--- config.mk ---
export PLATFORM = sky130hd
export DESIGN_NAME = periph_subsys
export DESIGN_NICKNAME = d
export VERILOG_FILES = /design/src/periph_pkg.sv /design/src/obi_reg_bridge.sv /design/src/periph_reg_demux.sv /design/src/irq_ctrl.sv /design/src/gpio_ctrl.sv /design/src/mtimer.sv /design/src/periph_subsys.sv
export SDC_FILE = /design/constraint.sdc
export NUM_CORES = 1
export LEC_CHECK = 0
export ABC_AREA = 1
export BUFFER_PORTS_ARGS = -buffer_cell sky130_fd_sc_hd__buf_2
export CORE_ASPECT_RATIO = 0.6
export CORE_MARGIN = 1.5
export CORE_UTILIZATION = 60
export DETAILED_ROUTE_END_ITERATION = 8
export PLACE_DENSITY = 0.84
export SKIP_CTS_REPAIR_TIMING = 1
export SYNTH_ARGS = -nofsm -noshare
export SYNTH_HDL_FRONTEND = slang
export SYNTH_SLANG_ARGS = --single-unit
--- constraint.sdc ---
create_clock -name clk_i -period 5.69 [get_ports clk_i]
set_input_delay 0.569 -clock clk_i [delete_from_list [all_inputs] [get_ports clk_i]]
set_output_delay 0.569 -clock clk_i [all_outputs]
set_load 0.1 [all_outputs]
--- src/periph_pkg.sv ---
/*
  Peripheral subsystem package: address map, register offsets,
  interrupt source layout and shared enums
*/
`default_nettype none

package periph_pkg;

  localparam int ADDR_W = 32;
  localparam int DATA_W = 32;

  // Register offset field; the peripheral select sits just above it
  localparam int OFF_W = 12;

  localparam int GPIO_W = 8;

  // Interrupt source layout, source 0 is reserved
  localparam int NUM_SRC       = 16;
  localparam int SRC_ID_W      = 4;
  localparam int GPIO_IRQ_BASE = 1;
  localparam int EXT_IRQ_BASE  = 9;

  typedef enum logic [1:0] {
    SEL_PLIC  = 2'd0,
    SEL_GPIO  = 2'd1,
    SEL_TIMER = 2'd2,
    SEL_NONE  = 2'd3
  } periph_sel_e;

  typedef enum logic [1:0] {
    ST_IDLE,
    ST_ACCESS,
    ST_RESP
  } bridge_state_e;

  // PLIC
  localparam logic [OFF_W-1:0] PLIC_PENDING = 'h0;
  localparam logic [OFF_W-1:0] PLIC_ENABLE  = 'h4;
  localparam logic [OFF_W-1:0] PLIC_CLAIM   = 'h8;
  localparam logic [OFF_W-1:0] PLIC_MSIP    = 'hC;

  // GPIO
  localparam logic [OFF_W-1:0] GPIO_IN         = 'h0;
  localparam logic [OFF_W-1:0] GPIO_OUT        = 'h4;
  localparam logic [OFF_W-1:0] GPIO_OE         = 'h8;
  localparam logic [OFF_W-1:0] GPIO_INTR_EN    = 'hC;
  localparam logic [OFF_W-1:0] GPIO_INTR_STATE = 'h10;

  // Timer
  localparam logic [OFF_W-1:0] TMR_CTRL     = 'h0;
  localparam logic [OFF_W-1:0] TMR_PRESCALE = 'h4;
  localparam logic [OFF_W-1:0] TMR_COUNT    = 'h8;
  localparam logic [OFF_W-1:0] TMR_CMP0     = 'hC;
  localparam logic [OFF_W-1:0] TMR_CMP1     = 'h10;

endpackage

`default_nettype wire

--- src/obi_reg_bridge.sv ---
/*
  OBI slave to register bridge, non-pipelined: one request at a time
  becomes a single-cycle register strobe, read data returns with rvalid
*/
`default_nettype none

module obi_reg_bridge (
  input  logic                          clk_i,
  input  logic                          reset_i,
  input  logic                          req_i,
  input  logic                          we_i,
  input  logic [periph_pkg::ADDR_W-1:0] addr_i,
  input  logic [periph_pkg::DATA_W-1:0] wdata_i,
  output logic                          gnt_o,
  output logic                          rvalid_o,
  output logic [periph_pkg::DATA_W-1:0] rdata_o,
  output logic                          reg_valid_o,
  output logic                          reg_write_o,
  output logic [periph_pkg::ADDR_W-1:0] reg_addr_o,
  output logic [periph_pkg::DATA_W-1:0] reg_wdata_o,
  input  logic [periph_pkg::DATA_W-1:0] reg_rdata_i
);
  import periph_pkg::*;

  bridge_state_e state_q;
  bridge_state_e state_d;

  logic              we_q;
  logic [ADDR_W-1:0] addr_q;
  logic [DATA_W-1:0] wdata_q;
  logic [DATA_W-1:0] rdata_q;

  always_comb begin
    state_d = state_q;
    case (state_q)
      ST_IDLE:   if (req_i) state_d = ST_ACCESS;
      ST_ACCESS: state_d = ST_RESP;
      ST_RESP:   state_d = ST_IDLE;
      default:   state_d = ST_IDLE;
    endcase
  end

  always_ff @(posedge clk_i) begin
    if (reset_i) begin
      state_q <= ST_IDLE;
    end else begin
      state_q <= state_d;
    end
  end

  // Request payload, held through the strobe cycle
  always_ff @(posedge clk_i) begin
    if (state_q == ST_IDLE && req_i) begin
      we_q    <= we_i;
      addr_q  <= addr_i;
      wdata_q <= wdata_i;
    end
    if (state_q == ST_ACCESS) begin
      rdata_q <= reg_rdata_i;
    end
  end

  assign gnt_o       = (state_q == ST_IDLE);
  assign reg_valid_o = (state_q == ST_ACCESS);
  assign reg_write_o = we_q;
  assign reg_addr_o  = addr_q;
  assign reg_wdata_o = wdata_q;
  assign rvalid_o    = (state_q == ST_RESP);
  assign rdata_o     = rdata_q;

  // One response per request, never back to back
  assert property (@(posedge clk_i) disable iff (reset_i) rvalid_o |=> !rvalid_o)
    else $error("rvalid_o high in consecutive cycles");

  assert property (@(posedge clk_i) disable iff (reset_i) !(gnt_o && reg_valid_o))
    else $error("grant given while a strobe is active");

endmodule

`default_nettype wire

--- src/periph_reg_demux.sv ---
/*
  Register demux: decodes the peripheral select from the address,
  steers the strobe and returns the selected read data
*/
`default_nettype none

module periph_reg_demux (
  input  logic                          reg_valid_i,
  input  logic                          reg_write_i,
  input  logic [periph_pkg::ADDR_W-1:0] reg_addr_i,
  input  logic [periph_pkg::DATA_W-1:0] plic_rdata_i,
  input  logic [periph_pkg::DATA_W-1:0] gpio_rdata_i,
  input  logic [periph_pkg::DATA_W-1:0] tmr_rdata_i,
  output logic [periph_pkg::DATA_W-1:0] reg_rdata_o,
  output logic                          plic_valid_o,
  output logic                          gpio_valid_o,
  output logic                          tmr_valid_o
);
  import periph_pkg::*;

  periph_sel_e sel;

  // Two select bits directly above the offset field
  assign sel = periph_sel_e'(reg_addr_i[OFF_W+1:OFF_W]);

  assign plic_valid_o = reg_valid_i && (sel == SEL_PLIC);
  assign gpio_valid_o = reg_valid_i && (sel == SEL_GPIO);
  assign tmr_valid_o  = reg_valid_i && (sel == SEL_TIMER);

  // Writes return zero, as does the unmapped window
  always_comb begin
    reg_rdata_o = '0;
    if (!reg_write_i) begin
      case (sel)
        SEL_PLIC:  reg_rdata_o = plic_rdata_i;
        SEL_GPIO:  reg_rdata_o = gpio_rdata_i;
        SEL_TIMER: reg_rdata_o = tmr_rdata_i;
        default:   reg_rdata_o = '0;
      endcase
    end
  end

  always_comb begin
    assert ($onehot0({plic_valid_o, gpio_valid_o, tmr_valid_o}))
      else $error("more than one peripheral strobed");
  end

endmodule

`default_nettype wire

--- src/irq_ctrl.sv ---
/*
  PLIC-like interrupt controller with level gateways, enable mask,
  claim/complete through one register and a software interrupt bit
*/
`default_nettype none

module irq_ctrl #(
  parameter int n_ext_irq = 4
) (
  input  logic                           clk_i,
  input  logic                           reset_i,
  input  logic                           reg_valid_i,
  input  logic                           reg_write_i,
  input  logic [periph_pkg::OFF_W-1:0]   reg_addr_i,
  input  logic [periph_pkg::DATA_W-1:0]  reg_wdata_i,
  output logic [periph_pkg::DATA_W-1:0]  reg_rdata_o,
  input  logic [periph_pkg::GPIO_W-1:0]  gpio_intr_i,
  input  logic [n_ext_irq-1:0]           ext_irq_i,
  output logic                           irq_o,
  output logic                           msip_o
);
  import periph_pkg::*;

  logic [NUM_SRC-1:0]  src;
  logic [NUM_SRC-1:0]  pending_q;
  logic [NUM_SRC-1:0]  pending_d;
  logic [NUM_SRC-1:0]  enable_q;
  logic [NUM_SRC-1:0]  in_service_q;
  logic                msip_q;
  logic [SRC_ID_W-1:0] claim_id;
  logic                claim_rd;
  logic                complete_wr;
  logic [SRC_ID_W-1:0] complete_id;

  // Source 0 stays tied low
  always_comb begin
    src = '0;
    src[GPIO_IRQ_BASE +: GPIO_W]   = gpio_intr_i;
    src[EXT_IRQ_BASE +: n_ext_irq] = ext_irq_i;
  end

  // Lowest pending enabled ID wins
  always_comb begin
    claim_id = '0;
    for (int i = NUM_SRC - 1; i > 0; i--) begin
      if (pending_q[i] && enable_q[i]) claim_id = SRC_ID_W'(i);
    end
  end

  assign claim_rd    = reg_valid_i && !reg_write_i && (reg_addr_i == PLIC_CLAIM)
                       && (claim_id != '0);
  assign complete_wr = reg_valid_i && reg_write_i && (reg_addr_i == PLIC_CLAIM);
  assign complete_id = reg_wdata_i[SRC_ID_W-1:0];

  // Level gateway, a source in service cannot pend again
  always_comb begin
    pending_d = pending_q | (src & ~in_service_q);
    if (claim_rd) pending_d[claim_id] = 1'b0;
  end

  always_ff @(posedge clk_i) begin
    if (reset_i) begin
      pending_q    <= '0;
      enable_q     <= '0;
      in_service_q <= '0;
      msip_q       <= 1'b0;
    end else begin
      pending_q <= pending_d;
      if (claim_rd) in_service_q[claim_id] <= 1'b1;
      if (complete_wr) in_service_q[complete_id] <= 1'b0;
      if (reg_valid_i && reg_write_i && reg_addr_i == PLIC_ENABLE) begin
        enable_q <= reg_wdata_i[NUM_SRC-1:0];
      end
      if (reg_valid_i && reg_write_i && reg_addr_i == PLIC_MSIP) begin
        msip_q <= reg_wdata_i[0];
      end
    end
  end

  always_comb begin
    case (reg_addr_i)
      PLIC_PENDING: reg_rdata_o = DATA_W'(pending_q);
      PLIC_ENABLE:  reg_rdata_o = DATA_W'(enable_q);
      PLIC_CLAIM:   reg_rdata_o = DATA_W'(claim_id);
      PLIC_MSIP:    reg_rdata_o = DATA_W'(msip_q);
      default:      reg_rdata_o = '0;
    endcase
  end

  assign irq_o  = |(pending_q & enable_q);
  assign msip_o = msip_q;

  assert property (@(posedge clk_i) disable iff (reset_i) !pending_q[0])
    else $error("source 0 became pending");

endmodule

`default_nettype wire

--- src/gpio_ctrl.sv ---
/*
  GPIO block: output and output-enable registers, synchronized inputs
  and rising-edge interrupts with write-one-to-clear status
*/
`default_nettype none

module gpio_ctrl (
  input  logic                          clk_i,
  input  logic                          reset_i,
  input  logic                          reg_valid_i,
  input  logic                          reg_write_i,
  input  logic [periph_pkg::OFF_W-1:0]  reg_addr_i,
  input  logic [periph_pkg::DATA_W-1:0] reg_wdata_i,
  output logic [periph_pkg::DATA_W-1:0] reg_rdata_o,
  input  logic [periph_pkg::GPIO_W-1:0] gpio_i,
  output logic [periph_pkg::GPIO_W-1:0] gpio_o,
  output logic [periph_pkg::GPIO_W-1:0] gpio_en_o,
  output logic [periph_pkg::GPIO_W-1:0] intr_o
);
  import periph_pkg::*;

  logic [GPIO_W-1:0] sync1_q;
  logic [GPIO_W-1:0] sync2_q;
  logic [GPIO_W-1:0] prev_q;
  logic [GPIO_W-1:0] out_q;
  logic [GPIO_W-1:0] oe_q;
  logic [GPIO_W-1:0] intr_en_q;
  logic [GPIO_W-1:0] intr_state_q;
  logic [GPIO_W-1:0] rise;
  logic              wr;

  assign wr   = reg_valid_i && reg_write_i;
  assign rise = sync2_q & ~prev_q & intr_en_q;

  always_ff @(posedge clk_i) begin
    if (reset_i) begin
      sync1_q      <= '0;
      sync2_q      <= '0;
      prev_q       <= '0;
      out_q        <= '0;
      oe_q         <= '0;
      intr_en_q    <= '0;
      intr_state_q <= '0;
    end else begin
      sync1_q <= gpio_i;
      sync2_q <= sync1_q;
      prev_q  <= sync2_q;
      if (wr && reg_addr_i == GPIO_OUT) out_q <= reg_wdata_i[GPIO_W-1:0];
      if (wr && reg_addr_i == GPIO_OE) oe_q <= reg_wdata_i[GPIO_W-1:0];
      if (wr && reg_addr_i == GPIO_INTR_EN) intr_en_q <= reg_wdata_i[GPIO_W-1:0];
      // A new edge wins over a clear in the same cycle
      if (wr && reg_addr_i == GPIO_INTR_STATE) begin
        intr_state_q <= (intr_state_q & ~reg_wdata_i[GPIO_W-1:0]) | rise;
      end else begin
        intr_state_q <= intr_state_q | rise;
      end
    end
  end

  always_comb begin
    case (reg_addr_i)
      GPIO_IN:         reg_rdata_o = DATA_W'(sync2_q);
      GPIO_OUT:        reg_rdata_o = DATA_W'(out_q);
      GPIO_OE:         reg_rdata_o = DATA_W'(oe_q);
      GPIO_INTR_EN:    reg_rdata_o = DATA_W'(intr_en_q);
      GPIO_INTR_STATE: reg_rdata_o = DATA_W'(intr_state_q);
      default:         reg_rdata_o = '0;
    endcase
  end

  assign gpio_o    = out_q;
  assign gpio_en_o = oe_q;
  assign intr_o    = intr_state_q;

endmodule

`default_nettype wire

--- src/mtimer.sv ---
/*
  Timer with a prescaled 32-bit counter and two compare interrupts
*/
`default_nettype none

module mtimer (
  input  logic                          clk_i,
  input  logic                          reset_i,
  input  logic                          reg_valid_i,
  input  logic                          reg_write_i,
  input  logic [periph_pkg::OFF_W-1:0]  reg_addr_i,
  input  logic [periph_pkg::DATA_W-1:0] reg_wdata_i,
  output logic [periph_pkg::DATA_W-1:0] reg_rdata_o,
  output logic                          timer_0_intr_o,
  output logic                          timer_1_intr_o
);
  import periph_pkg::*;

  logic              enable_q;
  logic [DATA_W-1:0] prescale_q;
  logic [DATA_W-1:0] presc_cnt_q;
  logic [DATA_W-1:0] count_q;
  logic [DATA_W-1:0] cmp0_q;
  logic [DATA_W-1:0] cmp1_q;
  logic              tick;
  logic              wr;

  assign wr   = reg_valid_i && reg_write_i;
  assign tick = enable_q && (presc_cnt_q == '0);

  always_ff @(posedge clk_i) begin
    if (reset_i) begin
      enable_q    <= 1'b0;
      prescale_q  <= '0;
      presc_cnt_q <= '0;
      count_q     <= '0;
      cmp0_q      <= '1;
      cmp1_q      <= '1;
    end else begin
      // Prescaler reloads while stopped and after each tick
      if (!enable_q || tick) presc_cnt_q <= prescale_q;
      else presc_cnt_q <= presc_cnt_q - 1'b1;

      if (wr && reg_addr_i == TMR_COUNT) count_q <= reg_wdata_i;
      else if (tick) count_q <= count_q + 1'b1;

      if (wr && reg_addr_i == TMR_CTRL) enable_q <= reg_wdata_i[0];
      if (wr && reg_addr_i == TMR_PRESCALE) prescale_q <= reg_wdata_i;
      if (wr && reg_addr_i == TMR_CMP0) cmp0_q <= reg_wdata_i;
      if (wr && reg_addr_i == TMR_CMP1) cmp1_q <= reg_wdata_i;
    end
  end

  always_comb begin
    case (reg_addr_i)
      TMR_CTRL:     reg_rdata_o = DATA_W'(enable_q);
      TMR_PRESCALE: reg_rdata_o = prescale_q;
      TMR_COUNT:    reg_rdata_o = count_q;
      TMR_CMP0:     reg_rdata_o = cmp0_q;
      TMR_CMP1:     reg_rdata_o = cmp1_q;
      default:      reg_rdata_o = '0;
    endcase
  end

  assign timer_0_intr_o = enable_q && (count_q >= cmp0_q);
  assign timer_1_intr_o = enable_q && (count_q >= cmp1_q);

endmodule

`default_nettype wire

--- src/periph_subsys.sv ---
/*
  Peripheral subsystem top: OBI bridge, address demux, interrupt
  controller, GPIO and timer
*/
`default_nettype none

module periph_subsys #(
  parameter int n_ext_irq = 4
) (
  input  logic                          clk_i,
  input  logic                          reset_i,

  // OBI slave port
  input  logic                          req_i,
  input  logic                          we_i,
  input  logic [periph_pkg::ADDR_W-1:0] addr_i,
  input  logic [periph_pkg::DATA_W-1:0] wdata_i,
  output logic                          gnt_o,
  output logic                          rvalid_o,
  output logic [periph_pkg::DATA_W-1:0] rdata_o,

  // Interrupt controller
  input  logic [n_ext_irq-1:0]          ext_irq_i,
  output logic                          irq_plic_o,
  output logic                          msip_o,

  // GPIO pins
  input  logic [periph_pkg::GPIO_W-1:0] gpio_i,
  output logic [periph_pkg::GPIO_W-1:0] gpio_o,
  output logic [periph_pkg::GPIO_W-1:0] gpio_en_o,

  // Timer
  output logic                          timer_0_intr_o,
  output logic                          timer_1_intr_o
);
  import periph_pkg::*;

  logic              reg_valid;
  logic              reg_write;
  logic [ADDR_W-1:0] reg_addr;
  logic [DATA_W-1:0] reg_wdata;
  logic [DATA_W-1:0] reg_rdata;

  logic              plic_valid;
  logic              gpio_valid;
  logic              tmr_valid;
  logic [DATA_W-1:0] plic_rdata;
  logic [DATA_W-1:0] gpio_rdata;
  logic [DATA_W-1:0] tmr_rdata;

  logic [GPIO_W-1:0] gpio_intr;

  obi_reg_bridge obi_reg_bridge_inst (
    .clk_i       (clk_i),
    .reset_i     (reset_i),
    .req_i       (req_i),
    .we_i        (we_i),
    .addr_i      (addr_i),
    .wdata_i     (wdata_i),
    .gnt_o       (gnt_o),
    .rvalid_o    (rvalid_o),
    .rdata_o     (rdata_o),
    .reg_valid_o (reg_valid),
    .reg_write_o (reg_write),
    .reg_addr_o  (reg_addr),
    .reg_wdata_o (reg_wdata),
    .reg_rdata_i (reg_rdata)
  );

  periph_reg_demux periph_reg_demux_inst (
    .reg_valid_i  (reg_valid),
    .reg_write_i  (reg_write),
    .reg_addr_i   (reg_addr),
    .plic_rdata_i (plic_rdata),
    .gpio_rdata_i (gpio_rdata),
    .tmr_rdata_i  (tmr_rdata),
    .reg_rdata_o  (reg_rdata),
    .plic_valid_o (plic_valid),
    .gpio_valid_o (gpio_valid),
    .tmr_valid_o  (tmr_valid)
  );

  irq_ctrl #(
    .n_ext_irq (n_ext_irq)
  ) irq_ctrl_inst (
    .clk_i       (clk_i),
    .reset_i     (reset_i),
    .reg_valid_i (plic_valid),
    .reg_write_i (reg_write),
    .reg_addr_i  (reg_addr[OFF_W-1:0]),
    .reg_wdata_i (reg_wdata),
    .reg_rdata_o (plic_rdata),
    .gpio_intr_i (gpio_intr),
    .ext_irq_i   (ext_irq_i),
    .irq_o       (irq_plic_o),
    .msip_o      (msip_o)
  );

  gpio_ctrl gpio_ctrl_inst (
    .clk_i       (clk_i),
    .reset_i     (reset_i),
    .reg_valid_i (gpio_valid),
    .reg_write_i (reg_write),
    .reg_addr_i  (reg_addr[OFF_W-1:0]),
    .reg_wdata_i (reg_wdata),
    .reg_rdata_o (gpio_rdata),
    .gpio_i      (gpio_i),
    .gpio_o      (gpio_o),
    .gpio_en_o   (gpio_en_o),
    .intr_o      (gpio_intr)
  );

  mtimer mtimer_inst (
    .clk_i          (clk_i),
    .reset_i        (reset_i),
    .reg_valid_i    (tmr_valid),
    .reg_write_i    (reg_write),
    .reg_addr_i     (reg_addr[OFF_W-1:0]),
    .reg_wdata_i    (reg_wdata),
    .reg_rdata_o    (tmr_rdata),
    .timer_0_intr_o (timer_0_intr_o),
    .timer_1_intr_o (timer_1_intr_o)
  );

  // External lines must fit above the GPIO sources
  assert property (@(posedge clk_i) (n_ext_irq + EXT_IRQ_BASE) <= NUM_SRC)
    else $error("n_ext_irq too large for the source map");

endmodule

`default_nettype wire

==> After elaboration in Yosys (flattened, before gate mapping) <==
Cells that the tools add are included.
{ "op_classes": {"addsub": 2, "n_lt_le_gt_ge": 6, "eq_ne": 9, "muxes": 33, "bitwise_logic": 16, "reduce_logical": 52} }
{ "op_table": {"columns": ["cell", "n"], "rows": [
  ["$pmux W32 S5", 1],
  ["$mux W32", 3],
  ["$pmux W32 S3", 1],
  ["$ge A32 B32 Y1", 2],
  ["$mux W16", 4],
  ["$pmux W16 S4", 1],
  ["$mux W4", 15],
  ["$and A16 B16 Y16", 3],
  ["$not A16 Y16", 3],
  ["$logic_and A1 B1 Y1", 42],
  ["$pmux W8 S5", 1],
  ["$add A32 B1 Y32 const B", 1],
  ["$logic_not A32 Y1", 1],
  ["$or A16 B16 Y16", 2],
  ["$sub A32 B1 Y32 const B", 1],
  ["$and A8 B8 Y8", 3],
  ["$eq A12 B4 Y1 const B", 2],
  ["$and A13 B16 Y16", 1],
  ["$not A8 Y8", 2],
  ["$or A8 B8 Y8", 2],
  ["$reduce_or A16 Y1", 1],
  ["$eq A12 B3 Y1 const B", 1],
  ["$eq A12 B5 Y1 const B", 1],
  ["$logic_not A12 Y1", 1],
  ["15 further kinds", 23]
]} }
{ "word_totals": {"regBits": 347, "elab_cells": 140} }

==> Logic depth before layout (Yosys ltp) <==
{ "logic_depth": {"word_depth": 25, "mapped_depth": 20} }

==> By module <==
A second synthesis with hierarchy kept.
{ "unflattened": {"cells_unflattened": 2644, "area_unflattened_um2": 19607.6} }
{ "modules_own_cells": {"columns": ["mod", "instances", "cells_each", "area_per_inst_um2"], "rows": [
  ["mtimer", 1, 1574, 10369.9],
  ["obi_reg_bridge", 1, 109, 2999.1],
  ["gpio_ctrl", 1, 370, 2640.0],
  ["irq_ctrl", 1, 371, 2565.0],
  ["periph_reg_demux", 1, 220, 1033.5]
]} }

==> Least setup slack after synthesis <==
OpenSTA, ideal clock, no wires.
{ "synth_timing": {"path_kind": "input to register", "from": "in req_i", "to": "reg obi_reg_bridge_inst.addr_q[0], in the netlist obi_reg_bridge_inst.reg_addr_o[0] (enable)", "setup_time_ps": 510, "arrival_ps": 3810, "required_ps": 5180, "setup_slack_ps": 1370, "stages": 2, "path_cell_list": "inv_1 > nor3_1"} }
{ "synth_between": {"elab_chain_len": 1} }
{ "synth_rtl": {"columns": ["element", "line", "source"], "rows": [
  ["start: declaration", "periph_subsys.sv:14", "input logic req_i,"],
  ["$logic_and A1 B1 Y1", "obi_reg_bridge.sv:53", "if (state_q == ST_IDLE && req_i) begin"],
  ["end signal: assignment", "obi_reg_bridge.sv:55", "addr_q <= addr_i;"],
  ["end: declaration", "obi_reg_bridge.sv:29", "logic [ADDR_W-1:0] addr_q;"]
]} }
Every way passes these cells.
A chain may end at the register's enable or synchronous reset.

==> Final worst setup path <==
{ "layout_timing": {"from": "reg mtimer_inst.count_q[0]", "to": "out timer_0_intr_o"} }
{ "layout_between": {"elab_chain_len": 2} }
{ "layout_rtl": {"columns": ["element", "line", "source"], "rows": [
  ["start: declaration", "mtimer.sv:22", "logic [DATA_W-1:0] count_q;"],
  ["start signal: assignment", "mtimer.sv:44", "if (wr && reg_addr_i == TMR_COUNT) count_q <= reg_wdata_i;"],
  ["start signal: assignment", "mtimer.sv:45", "else if (tick) count_q <= count_q + 1'b1;"],
  ["$ge A32 B32 Y1", "mtimer.sv:65", "assign timer_0_intr_o = enable_q && (count_q >= cmp0_q);"],
  ["$logic_and A1 B1 Y1", "mtimer.sv:65", null],
  ["end: declaration", "periph_subsys.sv:33", "output logic timer_0_intr_o,"]
]} }
Every way passes these cells.

==> impl_metrics.csv <==
group,metric,value,unit
route,wire_per_inst,19.9,um
grt,grt_pass1_vias,14021,
pwr,ir_drop,0.238,mV
sta,timing.slew.headroom,0.295,
sta,setup_viol,0,
clock_tree,htreeDepth,1,
sta,max_freq,0.259,GHz
pwr,leakagePower,0.00877,uW
layout,register_area,7660,um2
min_path,holdCritPathClass,"primary input to register",
flow_run,cap_violations,0,
layout,multi_input_area,7410,um2
floorplan,io_pins,134,
route,remaining_drc_errors,0,
sta,drv_slew,0,
floorplan,dieArea,29000,um2
layout,drive_above_1_share,0.110,
layout,design_area,18500,um2
synthesis,ys_warn_count,0,
route,dr.pass1.iters,6,
clock_tree,cts-root-buf,"clkbuf_16",
floorplan,die_y,132,um
setup_path,end_kind,"primary output",
layout,synthToLayoutAreaGrowth,10.7,%
pwr,power_density,260,nW/um2
clock_tree,clkTransAtPathRegs,70,ps
clock_tree,clock_sinks,343,
layout,diodes,0,
synthesis,synth_area_leader_cell,"dfxtp_1",
layout,nets,2324,
route,vias_per_cell,6.09,
layout,fillerInstances,2196,
route,drtAntennaViolNets,0,
sta,post-route-min-period,3860,ps
route,vias,15633,
route,m1WireLength,21800,um
synthesis,synth_area,16800,um2
setup_path,worstPathRequired,5120,ps
grt,grt_max_degree,71,
floorplan,coreArea,27500,um2
synthesis,ys_types,53,
setup_path,cp_slowest_cell,"dfxtp_1",
grt,antenna_found_initial,1,
sta,worstMarginPinSlew,1060,ps
synthesis,synthCells,2103,
floorplan,die_x,219,um
sta,clock_skew,27.8,ps
run_status,status,"completed",
grt,grt_pass1_wl,77800,um
place,placed_area,17600,um2
sta,setup_tns,0,ps
synthesis,synth_edf_count,79,
synthesis,netlist_top_cells_area,"dfxtp_1 32%, edfxtp_1 14%, inv_1 7.7%",
synthesis,async_flop_share,0,
place,gp_congestion,0.994,
synthesis,synth_ff_type,"dfxtp_1",
setup_path,critPathLaunchType,"register",
clock_tree,cts_tree,"done",
route,drt_iter0_markers,1939,
floorplan,start_util,0.609,
sta,hold_violations,0,
route,met2_length,19100,um
grt,gr-total-overflow,0,
setup_path,crit_chain,"inv_1 > ha_1 > inv_1 > nand2_1 > a21oi_1 > o21ai_0 > nand4_1 > a21oi_1 > nor2_1 > o21ai_0 > nand2_1 > a21oi_1 > o21ai_0 > inv_1 > buf_2",
place,hpwl,36300,um
setup_path,criticalPathCategory,"register to primary output",
synthesis,avgSynthCellArea,7.97,um2
route,routed.top_layer,"met4",
setup_path,slowest_delay,420,ps
route,routed_wl,51100,um
setup_path,reg2reg_setup_slack,2150,ps
setup_path,path_max_fanout,5,
clock_tree,cts_made_buffers,30,
clock_tree,cts.path.max_buffers,3,
grt,grt_usage,0.349,
floorplan,rows,47,
synthesis,seq_area_frac_synth,0.457,
synthesis,ys_seq_elements,343,
route,wl_met3,8940,um
setup_path,worst_ep_arrival_time,3300,ps
synthesis,synth_nets,2250,
place,io_buffers,115,
clock_tree,clk_latency,600,ps
synthesis,synth_top_area_frac,0.315,
sta,rsz0062_at_grt,"false",
sta,period_share,0.679,
[area by class of cell]
class                   instances  share of cell area
clock buffers                  47              0.0478
clock inverters                 7             0.00506
inverters                     360              0.0730
multi-input cells            1312               0.399
flip-flops and latches        343               0.413
well taps                     367              0.0248
repair buffers                130              0.0371
[cell families (layout without fill, tap and decap cells)]
| family | count (synthesis) | after routing | share of synthesized area |
|---|---|---|---|
| xor+xnor | 35 | 35 | 0.0183 |
| simple gates | 632 | 632 | 0.169 |
| buf+inv | 448 | 544 | 0.102 |
| fa+ha+maj | 67 | 67 | 0.0500 |
| compound gates | 578 | 578 | 0.204 |
| flops | 343 | 343 | 0.457 |
[state kept, by name (all words and copies together), names as in the netlist, 12 cells and up]
register / count
irq_ctrl_inst.in_service_q: 12
obi_reg_bridge_inst.rdata_o: 32
obi_reg_bridge_inst.reg_addr_o: 14
mtimer_inst.cmp0_q: 32
mtimer_inst.prescale_q: 32
mtimer_inst.presc_cnt_q: 32
mtimer_inst.count_q: 32
obi_reg_bridge_inst.reg_wdata_o: 32
mtimer_inst.cmp1_q: 32
irq_ctrl_inst.pending_q: 16
irq_ctrl_inst.enable_q: 16
[worst max-delay path: cells and delay by family, from the launching register on]
family                   cells  cell delay (ps)
AND/OR/NAND/NOR              4              400
buffers and inverters        4              640
AO/OA/AOI/OAI                6              970
adder cells (fa/ha/maj)      1              280
flip-flops                   1              420
[final timing paths]
kind,from,end,cells after the start
setup / recovery,mtimer_inst.count_q[0],timer_0_intr_o,15
hold / removal,addr_i[2],obi_reg_bridge_inst.reg_addr_o[2],1
setup reg to reg,obi_reg_bridge_inst.reg_addr_o[5],obi_reg_bridge_inst.rdata_o[3],12
hold reg to reg,gpio_ctrl_inst.sync1_q[6],gpio_ctrl_inst.sync2_q[6],2
[synth_stat cells, drive strengths merged (11+ instances only)]
master	count
o22ai	65
o21ai	185
a221oi	25
ha	67
buf	25
nor4	12
o221ai	11
a31oi	18
clkbuf	63
nand2	311
nand4	22
edfxtp	79
nor3	35
nand3	55
nor2	189
inv	355
dfxtp	264
o211ai	69
xor2	25
a21oi	173
[report_power, final]
group / switching (uW) / internal, uW
Sequential: 25.1 / 2530
Clock: 919 / 1160
Combinational: 160 / 35.0
[per-stage QoR]
stage	total power, uW	util	hold slack [ps]	instances	setup slack, ps
global placement	2790	0.638	394	2512	2510
detailed placement	2800	0.638	392	2512	2370
CTS	4820	0.674	135	2566	1920
floorplan	2720	-	388	2103	1370
global route	4940	0.674	135	2566	1700
finish	4830	0.674	142	2566	1830
[per-layer routing]
layer | up-vias | track usage
met5 | - | 0
met4 | 0 | 0.0955
met3 | 125 | 0.158
met2 | 1050 | 0.445
met1 | 7220 | 0.520
li1 | 7238 | -
[layout by cell type, fill, tap and decap left out, drive strengths merged, types with 65 or more instances in the layout]
| cell type | n |
|---|---|
| inv | 355 |
| buf | 130 |
| dfxtp | 264 |
| a21oi | 173 |
| edfxtp | 79 |
| nor2 | 189 |
| o21ai | 185 |
| nand2 | 311 |
| o22ai | 65 |
| o211ai | 69 |
| ha | 67 |
(Power assumes the default switching activity.)
